File: src/hdl/soc_defines.svh
`ifndef SOC_DEFINES_SVH
`define SOC_DEFINES_SVH

// Bus geometry
`define SOC_DATA_BITSZ 32
`define SOC_ADDR_BITSZ 30
`define SOC_SEL_BITSZ 4

// Address map, each slot spans 1024 words
`define SOC_SLOT_WORDS_LOG2 10
`define SOC_SLOT_COUNT 4
`define SOC_SLOT_BYTES 4096

// System reset hold time in clk_2x_w cycles, counter reloads to all ones
`define SOC_RST_CNTR_BITSZ 5

// Peripheral sizes
`define SOC_GPIO_COUNT 16
`define SOC_INTSRC_COUNT 4

// Device ids reported by the device table
`define SOC_ID_DEVTBL 7
`define SOC_ID_GPIO 6
`define SOC_ID_INTCTRL 3
`define SOC_ID_INVALID 0

`endif
File: src/hdl/soc_pkg.sv
`default_nettype none

`include "soc_defines.svh"

package soc_pkg;

	typedef logic [`SOC_DATA_BITSZ-1:0] word_t;
	typedef logic [`SOC_ADDR_BITSZ-1:0] waddr_t;
	typedef logic [`SOC_SEL_BITSZ-1:0] sel_t;

	// PI1_RW swaps: old value comes back, new value is written
	typedef enum logic [1:0] {
		PI1_NOP = 2'b00,
		PI1_WR = 2'b01,
		PI1_RD = 2'b10,
		PI1_RW = 2'b11
	} pi1_op_t;

	typedef enum logic [$clog2(`SOC_SLOT_COUNT)-1:0] {
		SLOT_DEVTBL = 0,
		SLOT_GPIO = 1,
		SLOT_INTCTRL = 2,
		SLOT_INVALID = 3
	} slot_t;

	typedef enum logic [1:0] {
		IC_IDLE,
		IC_REQUEST,
		IC_ACK
	} intctrl_state_t;

endpackage

`default_nettype wire

File: src/hdl/pi1_if.sv
`timescale 1ns/100ps
`default_nettype none

// Router to slave link, addr carries the word offset within the slot
interface pi1_if;

	soc_pkg::pi1_op_t op;
	soc_pkg::waddr_t addr;
	soc_pkg::word_t data_wr;
	soc_pkg::sel_t sel;
	soc_pkg::word_t data_rd;

	modport master (
		output op,
		output addr,
		output data_wr,
		output sel,
		input data_rd
	);

	modport slave (
		input op,
		input addr,
		input data_wr,
		input sel,
		output data_rd
	);

endinterface

`default_nettype wire

File: src/hdl/soc_top.sv
`timescale 1ns/100ps
`default_nettype none

`include "soc_defines.svh"

module soc_top import soc_pkg::*; (
	input logic clk_2x_w,
	input logic rst_p,

	// Bus master port
	input pi1_op_t pi1_op_i,
	input waddr_t pi1_addr_i,
	input word_t pi1_data_i,
	input sel_t pi1_sel_i,
	output word_t pi1_data_o,

	input logic [`SOC_GPIO_COUNT-1:0] gp0_i,
	output logic [`SOC_GPIO_COUNT-1:0] gp0_o,

	// Level requests for interrupt sources 1 to 3
	input logic [`SOC_INTSRC_COUNT-2:0] irq_i,
	output logic intrqst_o,
	input logic intrdy_i,

	output logic sys_rst_o
);

	logic devtbl_rst0;
	logic devtbl_rst1;
	logic gpio_intrqst;
	logic [`SOC_INTSRC_COUNT-1:0] intrdy_src;

	pi1_if devtbl_bus ();
	pi1_if gpio_bus ();
	pi1_if intctrl_bus ();

	reset_seq reset_seq_i (
		.rst_p (rst_p),
		.clk_2x_w (clk_2x_w),
		.rst0_i (devtbl_rst0),
		.rst1_i (devtbl_rst1),
		.sys_rst_o (sys_rst_o)
	);

	pi1_router pi1_router_i (
		.clk_2x_w (clk_2x_w),
		.sys_rst_i (sys_rst_o),
		.op_i (pi1_op_i),
		.addr_i (pi1_addr_i),
		.data_i (pi1_data_i),
		.sel_i (pi1_sel_i),
		.data_o (pi1_data_o),
		.devtbl_bus (devtbl_bus.master),
		.gpio_bus (gpio_bus.master),
		.intctrl_bus (intctrl_bus.master)
	);

	devtbl devtbl_i (
		.clk_2x_w (clk_2x_w),
		.sys_rst_i (sys_rst_o),
		.bus (devtbl_bus.slave),
		.rst0_o (devtbl_rst0),
		.rst1_o (devtbl_rst1)
	);

	// GPIO is interrupt source 0
	gpio gpio_i (
		.clk_2x_w (clk_2x_w),
		.sys_rst_i (sys_rst_o),
		.bus (gpio_bus.slave),
		.gp_i (gp0_i),
		.gp_o (gp0_o),
		.intrqst_o (gpio_intrqst),
		.intrdy_i (intrdy_src[0])
	);

	intctrl intctrl_i (
		.clk_2x_w (clk_2x_w),
		.sys_rst_i (sys_rst_o),
		.bus (intctrl_bus.slave),
		.intrqst_src_i ({irq_i, gpio_intrqst}),
		.intrdy_src_o (intrdy_src),
		.intrqst_o (intrqst_o),
		.intrdy_i (intrdy_i)
	);

endmodule

`default_nettype wire

File: src/hdl/intctrl.sv
`timescale 1ns/100ps
`default_nettype none

`include "soc_defines.svh"

module intctrl import soc_pkg::*; (
	input logic clk_2x_w,
	input logic sys_rst_i,
	pi1_if.slave bus,
	input logic [`SOC_INTSRC_COUNT-1:0] intrqst_src_i,
	output logic [`SOC_INTSRC_COUNT-1:0] intrdy_src_o,
	output logic intrqst_o,
	input logic intrdy_i
);

	localparam int SRC_BITSZ = $clog2(`SOC_INTSRC_COUNT);
	localparam logic [`SOC_INTSRC_COUNT-1:0] SRC_ONE = 1;

	intctrl_state_t state_q;
	logic [SRC_BITSZ-1:0] src_q;
	logic [`SOC_INTSRC_COUNT-1:0] enable_q;
	logic [`SOC_INTSRC_COUNT-1:0] pending;
	logic is_rd;
	logic is_wr;
	word_t rd_value;

	// Lowest index wins
	function automatic logic [SRC_BITSZ-1:0] lowest_src(
		input logic [`SOC_INTSRC_COUNT-1:0] pend
	);
		logic [SRC_BITSZ-1:0] idx;
		idx = '0;
		for (int i = `SOC_INTSRC_COUNT - 1; i >= 0; i--) begin
			if (pend[i]) begin
				idx = SRC_BITSZ'(i);
			end
		end
		return idx;
	endfunction

	assign pending = intrqst_src_i & enable_q;
	assign is_rd = (bus.op == PI1_RD) || (bus.op == PI1_RW);
	assign is_wr = (bus.op == PI1_WR) || (bus.op == PI1_RW);

	always_ff @(posedge clk_2x_w) begin
		if (sys_rst_i) begin
			state_q <= IC_IDLE;
			src_q <= '0;
		end else begin
			case (state_q)
				IC_IDLE: begin
					if (|pending) begin
						src_q <= lowest_src(pending);
						state_q <= IC_REQUEST;
					end
				end
				// Wait here for the destination as long as it takes
				IC_REQUEST: begin
					if (intrdy_i) begin
						state_q <= IC_ACK;
					end
				end
				default: state_q <= IC_IDLE;
			endcase
		end
	end

	assign intrqst_o = (state_q == IC_REQUEST);
	// One-cycle acknowledge back to the served source
	assign intrdy_src_o = (state_q == IC_ACK) ? (SRC_ONE << src_q) : '0;

	always_ff @(posedge clk_2x_w) begin
		if (sys_rst_i) begin
			enable_q <= '0;
		end else if (is_wr && bus.addr == waddr_t'(1) && bus.sel[0]) begin
			enable_q <= bus.data_wr[`SOC_INTSRC_COUNT-1:0];
		end
	end

	always_comb begin
		case (bus.addr)
			waddr_t'(0): rd_value = (state_q == IC_REQUEST) ? word_t'(src_q) : '1;
			waddr_t'(1): rd_value = word_t'(enable_q);
			default: rd_value = '0;
		endcase
	end

	always_ff @(posedge clk_2x_w) begin
		if (is_rd) begin
			bus.data_rd <= rd_value;
		end
	end

endmodule

`default_nettype wire

File: src/hdl/gpio.sv
`timescale 1ns/100ps
`default_nettype none

`include "soc_defines.svh"

module gpio import soc_pkg::*; (
	input logic clk_2x_w,
	input logic sys_rst_i,
	pi1_if.slave bus,
	input logic [`SOC_GPIO_COUNT-1:0] gp_i,
	output logic [`SOC_GPIO_COUNT-1:0] gp_o,
	output logic intrqst_o,
	input logic intrdy_i
);

	localparam int BYTE_COUNT = `SOC_GPIO_COUNT / 8;

	logic [`SOC_GPIO_COUNT-1:0] gp_meta_q;
	logic [`SOC_GPIO_COUNT-1:0] gp_sync_q;
	logic [`SOC_GPIO_COUNT-1:0] gp_seen_q;
	logic is_rd;
	logic is_wr;
	word_t rd_value;

	assign is_rd = (bus.op == PI1_RD) || (bus.op == PI1_RW);
	assign is_wr = (bus.op == PI1_WR) || (bus.op == PI1_RW);

	// Two-flop synchronizer for the pins
	always_ff @(posedge clk_2x_w) begin
		gp_meta_q <= gp_i;
		gp_sync_q <= gp_meta_q;
	end

	// Snapshot taken when the interrupt is acknowledged
	always_ff @(posedge clk_2x_w) begin
		if (sys_rst_i || intrdy_i) begin
			gp_seen_q <= gp_sync_q;
		end
	end

	assign intrqst_o = (gp_sync_q != gp_seen_q);

	always_comb begin
		case (bus.addr)
			waddr_t'(0): rd_value = word_t'(gp_sync_q);
			waddr_t'(1): rd_value = word_t'(gp_o);
			default: rd_value = '0;
		endcase
	end

	always_ff @(posedge clk_2x_w) begin
		if (is_rd) begin
			bus.data_rd <= rd_value;
		end
	end

	// Output register, written per byte lane
	always_ff @(posedge clk_2x_w) begin
		if (sys_rst_i) begin
			gp_o <= '0;
		end else if (is_wr && bus.addr == waddr_t'(1)) begin
			for (int b = 0; b < BYTE_COUNT; b++) begin
				if (bus.sel[b]) begin
					gp_o[b*8 +: 8] <= bus.data_wr[b*8 +: 8];
				end
			end
		end
	end

endmodule

`default_nettype wire

File: src/hdl/devtbl.sv
`timescale 1ns/100ps
`default_nettype none

`include "soc_defines.svh"

module devtbl import soc_pkg::*; (
	input logic clk_2x_w,
	input logic sys_rst_i,
	pi1_if.slave bus,
	output logic rst0_o,
	output logic rst1_o
);

	localparam int TBL_FIRST = 2;
	localparam int TBL_END = TBL_FIRST + 2 * `SOC_SLOT_COUNT;

	logic is_rd;
	logic is_wr;
	logic in_tbl;
	waddr_t entry;
	word_t rd_value;

	function automatic word_t slot_id(input slot_t slot);
		case (slot)
			SLOT_DEVTBL: return word_t'(`SOC_ID_DEVTBL);
			SLOT_GPIO: return word_t'(`SOC_ID_GPIO);
			SLOT_INTCTRL: return word_t'(`SOC_ID_INTCTRL);
			default: return word_t'(`SOC_ID_INVALID);
		endcase
	endfunction

	assign is_rd = (bus.op == PI1_RD) || (bus.op == PI1_RW);
	assign is_wr = (bus.op == PI1_WR) || (bus.op == PI1_RW);
	assign in_tbl = (bus.addr >= waddr_t'(TBL_FIRST)) && (bus.addr < waddr_t'(TBL_END));
	// Two words per slot: id then map size
	assign entry = (bus.addr - waddr_t'(TBL_FIRST)) >> 1;

	always_comb begin
		rd_value = '0;
		if (bus.addr == '0) begin
			rd_value = word_t'(`SOC_SLOT_COUNT);
		end else if (in_tbl) begin
			rd_value = bus.addr[0] ? word_t'(`SOC_SLOT_BYTES) :
				slot_id(slot_t'(entry[$bits(slot_t)-1:0]));
		end
	end

	always_ff @(posedge clk_2x_w) begin
		if (is_rd) begin
			bus.data_rd <= rd_value;
		end
	end

	// Software reset bits; the system reset they cause clears them again
	always_ff @(posedge clk_2x_w) begin
		if (sys_rst_i) begin
			rst0_o <= 1'b0;
			rst1_o <= 1'b0;
		end else if (is_wr && bus.addr == '0 && bus.sel[0]) begin
			rst0_o <= bus.data_wr[0];
			rst1_o <= bus.data_wr[1];
		end
	end

endmodule

`default_nettype wire

File: src/hdl/pi1_router.sv
`timescale 1ns/100ps
`default_nettype none

`include "soc_defines.svh"

module pi1_router import soc_pkg::*; (
	input logic clk_2x_w,
	input logic sys_rst_i,
	input pi1_op_t op_i,
	input waddr_t addr_i,
	input word_t data_i,
	input sel_t sel_i,
	output word_t data_o,
	pi1_if.master devtbl_bus,
	pi1_if.master gpio_bus,
	pi1_if.master intctrl_bus
);

	localparam int SLOT_LSB = `SOC_SLOT_WORDS_LOG2;
	localparam int SLOT_BITSZ = $clog2(`SOC_SLOT_COUNT);
	localparam int UPPER_LSB = SLOT_LSB + SLOT_BITSZ;

	logic upper_nz;
	slot_t req_slot;
	slot_t rd_slot_q;
	waddr_t offset;
	logic is_rd;

	// Anything beyond the four slots falls on the invalid device
	assign upper_nz = |addr_i[`SOC_ADDR_BITSZ-1:UPPER_LSB];
	assign req_slot = upper_nz ? SLOT_INVALID : slot_t'(addr_i[UPPER_LSB-1:SLOT_LSB]);
	assign offset = waddr_t'(addr_i[SLOT_LSB-1:0]);
	assign is_rd = (op_i == PI1_RD) || (op_i == PI1_RW);

	// Only the selected slave sees the operation
	assign devtbl_bus.op = (req_slot == SLOT_DEVTBL) ? op_i : PI1_NOP;
	assign devtbl_bus.addr = offset;
	assign devtbl_bus.data_wr = data_i;
	assign devtbl_bus.sel = sel_i;

	assign gpio_bus.op = (req_slot == SLOT_GPIO) ? op_i : PI1_NOP;
	assign gpio_bus.addr = offset;
	assign gpio_bus.data_wr = data_i;
	assign gpio_bus.sel = sel_i;

	assign intctrl_bus.op = (req_slot == SLOT_INTCTRL) ? op_i : PI1_NOP;
	assign intctrl_bus.addr = offset;
	assign intctrl_bus.data_wr = data_i;
	assign intctrl_bus.sel = sel_i;

	// Remember where the last read went, slave data shows up one cycle later
	always_ff @(posedge clk_2x_w) begin
		if (sys_rst_i) begin
			rd_slot_q <= SLOT_INVALID;
		end else if (is_rd) begin
			rd_slot_q <= req_slot;
		end
	end

	// Read return mux; the invalid device reads as zero
	always_comb begin
		case (rd_slot_q)
			SLOT_DEVTBL: data_o = devtbl_bus.data_rd;
			SLOT_GPIO: data_o = gpio_bus.data_rd;
			SLOT_INTCTRL: data_o = intctrl_bus.data_rd;
			default: data_o = '0;
		endcase
	end

endmodule

`default_nettype wire

File: src/hdl/reset_seq.sv
`timescale 1ns/100ps
`default_nettype none

`include "soc_defines.svh"

module reset_seq (
	input logic rst_p,
	input logic clk_2x_w,
	input logic rst0_i,
	input logic rst1_i,
	output logic sys_rst_o
);

	localparam logic [`SOC_RST_CNTR_BITSZ-1:0] CNTR_RELOAD = '1;

	logic [`SOC_RST_CNTR_BITSZ-1:0] cntr_q;
	logic pwroff_q;
	logic warm_rqst;
	logic pwroff_rqst;

	// Cold request (both bits) has no global reset to drive, so it acts as warm
	assign warm_rqst = rst1_i;
	assign pwroff_rqst = rst0_i && !rst1_i;

	// Hold time counter, reloaded by board reset or a warm request
	always_ff @(posedge clk_2x_w) begin
		if (rst_p || warm_rqst) begin
			cntr_q <= CNTR_RELOAD;
		end else if (cntr_q != '0) begin
			cntr_q <= cntr_q - 1'b1;
		end
	end

	// Power-off latch, only the board reset releases it
	always_ff @(posedge clk_2x_w) begin
		if (rst_p) begin
			pwroff_q <= 1'b0;
		end else if (pwroff_rqst) begin
			pwroff_q <= 1'b1;
		end
	end

	assign sys_rst_o = (cntr_q != '0) || pwroff_q;

endmodule

`default_nettype wire

File: config.mk
export PLATFORM = sky130hd
export DESIGN_NAME = soc_top
export DESIGN_NICKNAME = d
export VERILOG_FILES = /design/src/hdl/soc_pkg.sv /design/src/hdl/pi1_if.sv /design/src/hdl/soc_top.sv /design/src/hdl/intctrl.sv /design/src/hdl/gpio.sv /design/src/hdl/devtbl.sv /design/src/hdl/pi1_router.sv /design/src/hdl/reset_seq.sv
export VERILOG_INCLUDE_DIRS = /design/src /design/src/hdl
export SDC_FILE = /design/constraint.sdc
export NUM_CORES = 1
export LEC_CHECK = 0
export BUFFER_PORTS_ARGS = -buffer_cell sky130_fd_sc_hd__buf_2
export CORE_ASPECT_RATIO = 1.25
export CORE_MARGIN = 5
export CORE_UTILIZATION = 35
export DETAILED_ROUTE_END_ITERATION = 8
export PLACE_DENSITY_LB_ADDON = 0.05
export SLEW_MARGIN = 15
export SYNTH_ARGS = -nofsm -noshare
export SYNTH_HDL_FRONTEND = slang
export SYNTH_SLANG_ARGS = --single-unit
File: constraint.sdc
create_clock -name clk_2x_w -period 4.36 [get_ports clk_2x_w]
set_input_delay 0.872 -clock clk_2x_w [delete_from_list [all_inputs] [get_ports clk_2x_w]]
set_output_delay 0.872 -clock clk_2x_w [all_outputs]
set_load 0.03 [all_outputs]
; ---- Word-level counts from Yosys, hierarchy flattened
; Index checks and enable logic that the tools add are counted.
[word_totals]
regBits = 178
input_bits = 90
[op_classes]
n_addsub = 2
n_lt_le_gt_ge = 2
n_eq_ne = 23
shift = 1
mux = 19
bitwise = 2
reduce_logical = 32
[ops]
columns = cell, count
row1 = case mux 32 bit (3 select lines), 1
row2 = case mux 32 bit (2 select lines), 1
row3 = two-way mux 32 bit, 1
row4 = case mux 16 bit (2 select lines), 1
row5 = logical NOT 30 bit, 1
row6 = "== test 2 bit, second input constant", 12
row7 = two-way mux 2 bit, 10
row8 = OR reduction 18 bit, 1
row9 = != test 16 bit, 1
row10 = "== test 2 x 1 -> 1 bit, second input constant", 7
row11 = two-way mux 13 bit, 1
row12 = "== test 10 x 1 -> 1 bit, second input constant", 1
row13 = "greater-or-equal comparator 10 x 2 -> 1 bit, second input constant", 1
row14 = logical OR 1 bit, 10
row15 = "< comparator 10 x 4 -> 1 bit, second input constant", 1
row16 = case mux 3 bit (3 select lines), 1
row17 = logical NOT 2 bit, 4
row18 = AND reduction 2 bit, 4
row19 = logical AND 1 bit, 7
row20 = nonzero test 5 bit, 1
row21 = "subtractor 5 x 1 -> 5 bit, second input constant", 1
row22 = bitwise AND 4 bit, 1
row23 = "!= test 2 x 1 -> 1 bit, second input constant", 2
row24 = case mux 2 bit (2 select lines), 1
row25 = other kinds (9), 9

; ---- Logic depth before layout (Yosys ltp)
; Gate-level depths: netlist of run 1.
[depth]
word_depth = 8
depth_mapped = 8
depth_no_buf = 6

; ---- Hierarchy
; Synthesis of run 1 repeated with hierarchy kept, for this count alone.
[hier_totals]
hier_cells = 763
hier_area_um2 = 7200.7
[by_module_without_submodules]
columns = mod, instances, cells_per_inst, area_per_inst_um2, seq_area_each_um2
row1 = gpio, 1, 223, 2987.9, 1921.8
row2 = pi1_router, 1, 338, 2342.2, 40.0
row3 = intctrl, 1, 100, 957.2, 310.3
row4 = devtbl, 1, 71, 619.3, 160.2
row5 = reset_seq, 1, 31, 294.0, 120.1

; ---- Worst setup path before layout of run 1
; Ideal clock, no wire load.
[synth_path]
kind = input port to flip-flop
start = input port pi1_addr_i[13]
end = register gpio_i.bus.data_rd[0], enable pin
setup_ns = 0.430
arrival_time_ns = 3.282
path_slack_ns = 0.647
path_stages = 4
n_path_buf = 1
cell_sequence = nor4_1 -> nand4_1 -> clkbuf_1 -> nor4_1
[synth_via]
elab_chain_len = 6
elab_cells_between_ends = 7
cone_classes = 3 x eq/ne / 2 x mux / 2 x reduce/logical
[synth_rtl]
columns = item, line
row1 = start: declaration, soc_top.sv:12  ; input waddr_t pi1_addr_i,
row2 = OR reduction 18 bit (*), pi1_router.sv:30  ; assign upper_nz = |addr_i[`SOC_ADDR_BITSZ-1:UPPER_LSB];
row3 = two-way mux 2 bit (*), pi1_router.sv:31  ; assign req_slot = upper_nz ? SLOT_INVALID : slot_t'(addr_i[UPPER_LSB-1:SLOT_LSB]);
row4 = == test 2 x 1 -> 1 bit (*), pi1_router.sv:41  ; assign gpio_bus.op = (req_slot == SLOT_GPIO) ? op_i : PI1_NOP;
row5 = two-way mux 2 bit (*), pi1_router.sv:41
row6 = == test 2 bit, gpio.sv:25  ; assign is_rd = (bus.op == PI1_RD) || (bus.op == PI1_RW);
row7 = logical OR 1 bit (*), gpio.sv:25
row8 = named net gpio_i.is_rd, gpio.sv:21  ; logic is_rd;
row9 = end signal: assignment, gpio.sv:53  ; bus.data_rd <= rd_value;
row10 = end: declaration, pi1_if.sv:26  ; output data_rd
; Mark *: on every way through the listed nets, which the timed path passes. The rest lies on a longest branch.
; A chain may end at the register's enable or synchronous reset.

; ---- Worst setup path in the final report of run 1
[layout_path]
start = register reset_seq_i.cntr_q[0]
end = output port sys_rst_o
[layout_via]
elab_chain_len = 2
[layout_rtl]
columns = item, line
row1 = start: declaration, reset_seq.sv:16  ; logic [`SOC_RST_CNTR_BITSZ-1:0] cntr_q;
row2 = start signal: assignment, reset_seq.sv:30  ; cntr_q <= cntr_q - 1'b1;
row3 = nonzero test 5 bit, reset_seq.sv:43  ; assign sys_rst_o = (cntr_q != '0) || pwroff_q;
row4 = logical OR 1 bit, reset_seq.sv:43
row5 = end: declaration, soc_top.sv:25  ; output logic sys_rst_o
; Every way passes these cells.

==> flow_metrics.py, run 1 <==
metrics = {
    "global_routing": {
        "grt_pass1_wl_um": 16000,
        "grt_pass1_vias": 3162,
        "grt_max_degree": 28,
        "grt-ovfl-total": 0,
        "antenna_found_initial": 0,
        "grt_usage": 0.144,
    },
    "sta": {
        "rsz0062_at_grt": "false",
        "relSlewSlack": 0.357,
        "post-route-min-period_ns": 3.11,
        "hold_viol_final": 0,
        "fmax_ghz": 0.321,
        "slew_viol_final": 0,
        "finalClockSkew_ns": 0.00651,
        "worst_pin_slew_ns": 0.963,
        "fin_tns_setup_ns": 0,
        "finalSetupViolCount": 0,
        "period_share": 0.714,
    },
    "min_path": {
        "holdCritPathClass": "flip-flop to flip-flop",
    },
    "detailed_routing": {
        "drc": 0,
        "via_count": 3127,
        "wl_per_cell_um": 15.6,
        "initialDrtViolationCount": 160,
        "ant_nets": 0,
        "first_pass_iters": 6,
        "vias_per_cell": 4.78,
        "drt-total-wl_um": 10200,
    },
    "synth": {
        "syn_nets": 474,
        "synthMuxAreaShare": 0.0423,
        "async_reset_ff_frac": 0,
        "synth_top_family_by_area": "simple AND/OR/NAND/NOR gates",
        "synth_area_sq_um": 4260,
        "synthXorXnorAreaFrac": 0.0390,
        "ys.flop_type": "dfxtp_1",
        "synth-seq-cells": 107,
        "synthCells": 380,
        "yosys.area_share.simple": 0.136,
        "ys_types": 42,
        "ys_seq_area_frac": 0.599,
        "avgSynthCellArea_sq_um": 11.2,
        "yosysWarningCount": 0,
        "synth_fa_ha_area_frac": 0.0141,
        "synth_compound_area_frac": 0.112,
        "synth_edf_count": 41,
    },
    "placement": {
        "place_area_sq_um": 4950,
        "port_buffers": 121,
        "gp_congestion": 0.797,
        "dp_hpwl_um": 7930,
    },
    "worst_setup_path": {
        "path_common_cell": "inv_1",
        "crit_type": "flip-flop to output pin",
        "cp_max_fo": 11,
        "worst_ep_arrival_time_ns": 2.24,
        "worstPathCellList": "inv_1, ha_1, or4b_2, nor2_2, inv_1, buf_2",
        "worstPathRequired_ns": 3.49,
        "cp-start-kind": "flip-flop",
        "slowest_delay_ns": 0.68,
        "slowest_stage": "or4b_2",
        "endpoint_kind": "output pin",
    },
    "final_layout": {
        "diodes": 0,
        "fin_nets": 579,
        "mostFrequentLayoutCell": "buf_2",
        "syn_to_final_growth_pct": 23.8,
        "layout_common_cells": "121 x buf_2, 66 x dfxtp_1, 52 x nand2_1, 41 x edfxtp_1, 19 x xnor2_1",
        "drive_above_1_share": 0.312,
        "stdcell_area_sq_um": 5280,
    },
    "cts": {
        "clk_latency_ns": 0.34,
        "cts_resized": 0,
        "htreeDepth": 3,
        "cts_tree": "done",
        "clk_pin_slew_ns": 0.07,
        "postCtsSetupRepairBufs": 0,
        "clock-root-buffer": "clkbuf_16",
        "clockBufferDepth": 2,
        "cts_buffers": 9,
        "hold_buffers": 0,
        "cts.sinks": 107,
    },
    "die": {
        "rows": 45,
        "core_area_sq_um": 12000,
        "io_pins": 140,
        "die_w_um": 109,
        "start_util": 0.354,
        "die_h_um": 133,
        "die-area_sq_um": 14500,
    },
    "status": {
        "status": "finished, final reports clean",
    },
    "pwr": {
        "power.density_nw_per_um2": 377,
        "ir_drop_uv": 194,
        "static-leakage-power_uw": 0.00230,
    },
    "flow_run": {
        "max_cap_violations": 0,
    },
}
-- per-stage QoR --
step	cells	hold WS [ns]	setup WS, ns	utilization	power, uW
global placement	638	0.310	1.18	0.411	1160
global route	654	0.335	1.10	0.438	2070
CTS	654	0.331	1.19	0.438	2020
finish	654	0.331	1.25	0.438	1990
detailed placement	638	0.312	1.16	0.411	1170
floorplan	380	0.310	0.647	-	1120
-- cell usage after synthesis, types with 3 or more instances --
cell type	number	share of area
buf_4	15	0.026
o21ai_0	11	0.013
a22o_1	16	0.033
clkbuf_1	14	0.012
nor2_1	16	0.014
nand3_1	4	0.0047
a21oi_1	11	0.013
edfxtp_1	41	0.29
inv_1	13	0.011
o31ai_1	8	0.014
xnor2_1	19	0.039
dfxtp_1	66	0.31
a21o_1	11	0.019
nand4_1	16	0.023
ha_1	4	0.012
or3_1	3	0.0044
or4_1	3	0.0053
nand2_1	52	0.046
mux2i_1	18	0.042
nor4_1	9	0.013
-- sequential cells by signal, summed over array words and instances (netlist names), 2 cells and up --
register	cells
intctrl_i.bus.data_rd	5
intctrl_i.state_q	2
intctrl_i.src_q	2
gpio_i.gp_meta_q	16
reset_seq_i.cntr_q	5
gpio_i.gp_o	16
gpio_i.gp_sync_q	16
gpio_i.bus.data_rd	16
intctrl_i.enable_q	4
gpio_i.gp_seen_q	16
pi1_router_i.rd_slot_q	2
devtbl_i.bus.data_rd	4
-- power by group --
group          leakage, uW  total [uW]  switching [uW]  internal [uW]
Combinational      0.00126        70.0            29.7           40.3
Sequential        0.000891        1070            15.2           1060
Clock             0.000157         848             385            463
Total              0.00230        1990             430           1560
-- layout make-up --
cell class / count / area [sq um]
multi-input cells: 226 / 1490
inverters: 13 / 48.8
well taps: 164 / 205
fillers: 1182 / 6770
flip-flops and latches: 107 / 2550
repair buffers: 128 / 658
clock buffers: 9 / 225
clock inverters: 7 / 97.6
-- routing by layer --
metal / up-vias / wire, um / global-route usage
li1: 1561 / - / -
met1: 1468 / 4340 / 0.180
met2: 91 / 5120 / 0.244
met3: 7 / 639 / 0.0310
met4: 0 / 123 / 0.0498
met5: - / 0 / 0
-- final timing paths --
kind                                            start                   to  slack, ns  cells past startpoint
worst min-delay path              gpio_i.gp_meta_q[9]  gpio_i.gp_sync_q[9]       0.33                      0
worst max register to register  reset_seq_i.cntr_q[0]  gpio_i.gp_seen_q[6]       2.02                      7
worst min register to register    gpio_i.gp_meta_q[9]  gpio_i.gp_sync_q[9]       0.33                      0
worst max-delay path            reset_seq_i.cntr_q[0]            sys_rst_o       1.25                      6
-- cells by family after synthesis --
family | after synthesis
flops | 107
compound gates | 67
xor+xnor | 19
simple gates | 117
mux | 18
buf+inv | 47
fa+ha+maj | 5
-- critical path, delay by kind of cell (launching register included) --
family / cells / cell delay, ns
adder cells (fa/ha/maj): 1 / 0.20
buffers and inverters: 3 / 0.54
flip-flops: 1 / 0.33
AND/OR/NAND/NOR: 2 / 0.82
Power figures use the tool's default switching activity.
==> run 2: changes to the inputs <==
==> constraint.sdc (replaced) <==
create_clock -name clk_2x_w -period 3.1 [get_ports clk_2x_w]
set_input_delay 0.62 -clock clk_2x_w [delete_from_list [all_inputs] [get_ports clk_2x_w]]
set_output_delay 0.62 -clock clk_2x_w [all_outputs]
set_load 0.03 [all_outputs]
==> run 2 against run 1 <==
Net effect: clock skew up 0.0015 ns; cell count up 1.2%; first-iteration DRC count down 6.3%; critical path depth unchanged; power up 40%; die area unchanged; clock-buffer cell count unchanged; core utilization up 0.45 points; non-clock buffer count up 8; largest power group unchanged.
==> flow_metrics.py, run 2 (synthesis results as in run 1) <==
metrics = {
    "final_layout": {
        "layout_common_cells": "121 x buf_2, 66 x dfxtp_1, 52 x nand2_1, 41 x edfxtp_1, 19 x xnor2_1",
        "syn_to_final_growth_pct": 25.1,
        "drive_above_1_share": 0.323,
        "mostFrequentLayoutCell": "buf_2",
        "fin_util": 0.442,
        "diodes": 0,
        "fin_nets": 587,
        "stdcell_count": 662,
    },
    "cts": {
        "cts_tree": "done",
        "clk_pin_slew_ns": 0.07,
        "postCtsSetupRepairBufs": 0,
        "cts_buffers": 9,
        "cts_resized": 0,
        "htreeDepth": 3,
        "clk_latency_ns": 0.35,
        "cts.sinks": 107,
        "hold_buffers": 0,
        "clock-root-buffer": "clkbuf_16",
        "clockBufferDepth": 2,
    },
    "placement": {
        "dp_hpwl_um": 8090,
        "dp_cells": 646,
        "pre_cts_slack_ns": 0.302,
        "port_buffers": 121,
        "gp_congestion": 0.810,
    },
    "detailed_routing": {
        "wl_per_cell_um": 15.9,
        "drc": 0,
        "drt-total-wl_um": 10500,
        "drt-met1-wl_um": 4650,
        "vias_per_cell": 4.77,
        "ant_nets": 0,
        "dr.max_layer_used": "met4",
        "via_count": 3156,
        "met3_length_um": 575,
        "first_pass_iters": 4,
        "route.met2.wl_um": 5150,
        "initialDrtViolationCount": 150,
    },
    "worst_setup_path": {
        "slowest_stage": "or4b_2",
        "cp_max_fo": 4,
        "cp-start-kind": "flip-flop",
        "r2r_slack_ns": 0.78,
        "reg2reg_depth": 7,
        "crit_type": "flip-flop to output pin",
        "worstPathRequired_ns": 2.48,
        "path_common_cell": "inv_1",
        "slowest_delay_ns": 0.68,
        "endpoint_kind": "output pin",
        "r2r_end": "gpio_i.gp_seen_q[12]",
        "worst_ep_arrival_time_ns": 2.05,
        "worstReg2RegStart": "reset_seq_i.cntr_q[0]",
        "worstPathCellList": "inv_1, ha_1, or4b_2, nor2_2, inv_1, buf_2",
    },
    "sta": {
        "fmax_ghz": 0.374,
        "relSlewSlack": 0.607,
        "rsz0062_at_grt": "false",
        "period_share": 0.863,
        "post-route-min-period_ns": 2.67,
        "finalClockSkew_ns": 0.00805,
        "hold_ws_ns": 0.327,
        "finalSetupViolCount": 0,
        "setup_ws_ns": 0.426,
        "worst_pin_slew_ns": 0.590,
        "slew_viol_final": 0,
        "fin_tns_setup_ns": 0,
        "hold_viol_final": 0,
    },
    "global_routing": {
        "grt_pass1_vias": 3223,
        "grt_max_degree": 28,
        "grt_pass1_wl_um": 16500,
        "antenna_found_initial": 0,
        "grt-ovfl-total": 0,
        "grt_usage": 0.148,
    },
    "die": {
        "die_w_um": 109,
        "die-area_sq_um": 14500,
        "die_h_um": 133,
        "start_util": 0.354,
        "rows": 45,
        "core_area_sq_um": 12000,
        "io_pins": 140,
    },
    "status": {
        "status": "finished, final reports clean",
    },
    "min_path": {
        "hp-start": "gpio_i.gp_meta_q[9]",
        "holdCritPathClass": "flip-flop to flip-flop",
        "hold_depth": 0,
        "hold_end": "gpio_i.gp_sync_q[9]",
    },
    "pwr": {
        "power.density_nw_per_um2": 524,
        "ir_drop_uv": 299,
        "static-leakage-power_uw": 0.00234,
    },
    "flow_run": {
        "max_cap_violations": 0,
    },
}
==> run 2: changes by cell type in the layout (fill, tap and decap cells not counted) <==
| cell | before | now |
|---|---|---|
| clkinv_4 | 1 | 0 |
| inv_8 | 0 | 1 |
| buf_4 | 7 | 15 |
| clkinvlp_4 | 0 | 1 |
| clkinv_8 | 2 | 1 |
==> run 2: worst max-delay path by stage <==
stage	from	end	slack (ns)	depth (start not counted)
floorplan	pi1_addr_i[13]	gpio_i.bus.data_rd[0]	0.30	4
global placement	pi1_addr_i[8]	gpio_i.gp_o[4]	0.32	5
detailed placement	pi1_addr_i[8]	gpio_i.gp_o[4]	0.30	5
CTS	reset_seq_i.cntr_q[0]	sys_rst_o	0.37	6
global route	reset_seq_i.cntr_q[0]	sys_rst_o	0.30	6
finish	reset_seq_i.cntr_q[0]	sys_rst_o	0.43	6
==> run 2: power breakdown <==
group | total [uW] | switching [uW] | internal, uW
logic | 100 | 42.3 | 57.9
registers | 1510 | 21.8 | 1490
clock network | 1180 | 537 | 648
total | 2790 | 601 | 2190
==> run 2: layout make-up <==
type,count,area [sq um]
clock inverters,7,91.3
flip-flops and latches,107,2550
fillers,1196,6720
well taps,164,205
inverters,13,48.8
clock buffers,9,225
repair buffers,136,718
multi-input cells,226,1490
==> run 2: stage by stage <==
| stage | power, uW | area [sq um] |
|---|---|---|
| 3_5_place_dp | 1640 | 5010 |
| 5_1_grt | 2910 | 5330 |
| 2_1_floorplan | 1580 | 4270 |
| 3_3_place_gp | 1640 | 5010 |
| 4_1_cts | 2840 | 5330 |
| 6_report | 2790 | 5330 |
==> run 2: worst max-delay path: cells and delay by family (launching register included) <==
| family | cells | cell delay [ns] |
|---|---|---|
| adder cells (fa/ha/maj) | 1 | 0.19 |
| buffers and inverters | 3 | 0.37 |
| AND/OR/NAND/NOR | 2 | 0.82 |
| flip-flops | 1 | 0.33 |
==> run 2: layer usage <==
metal,track usage,vias up
met1,0.187,1473
met5,0,-
li1,-,1585
met2,0.248,87
met4,0.0470,0
met3,0.0354,11
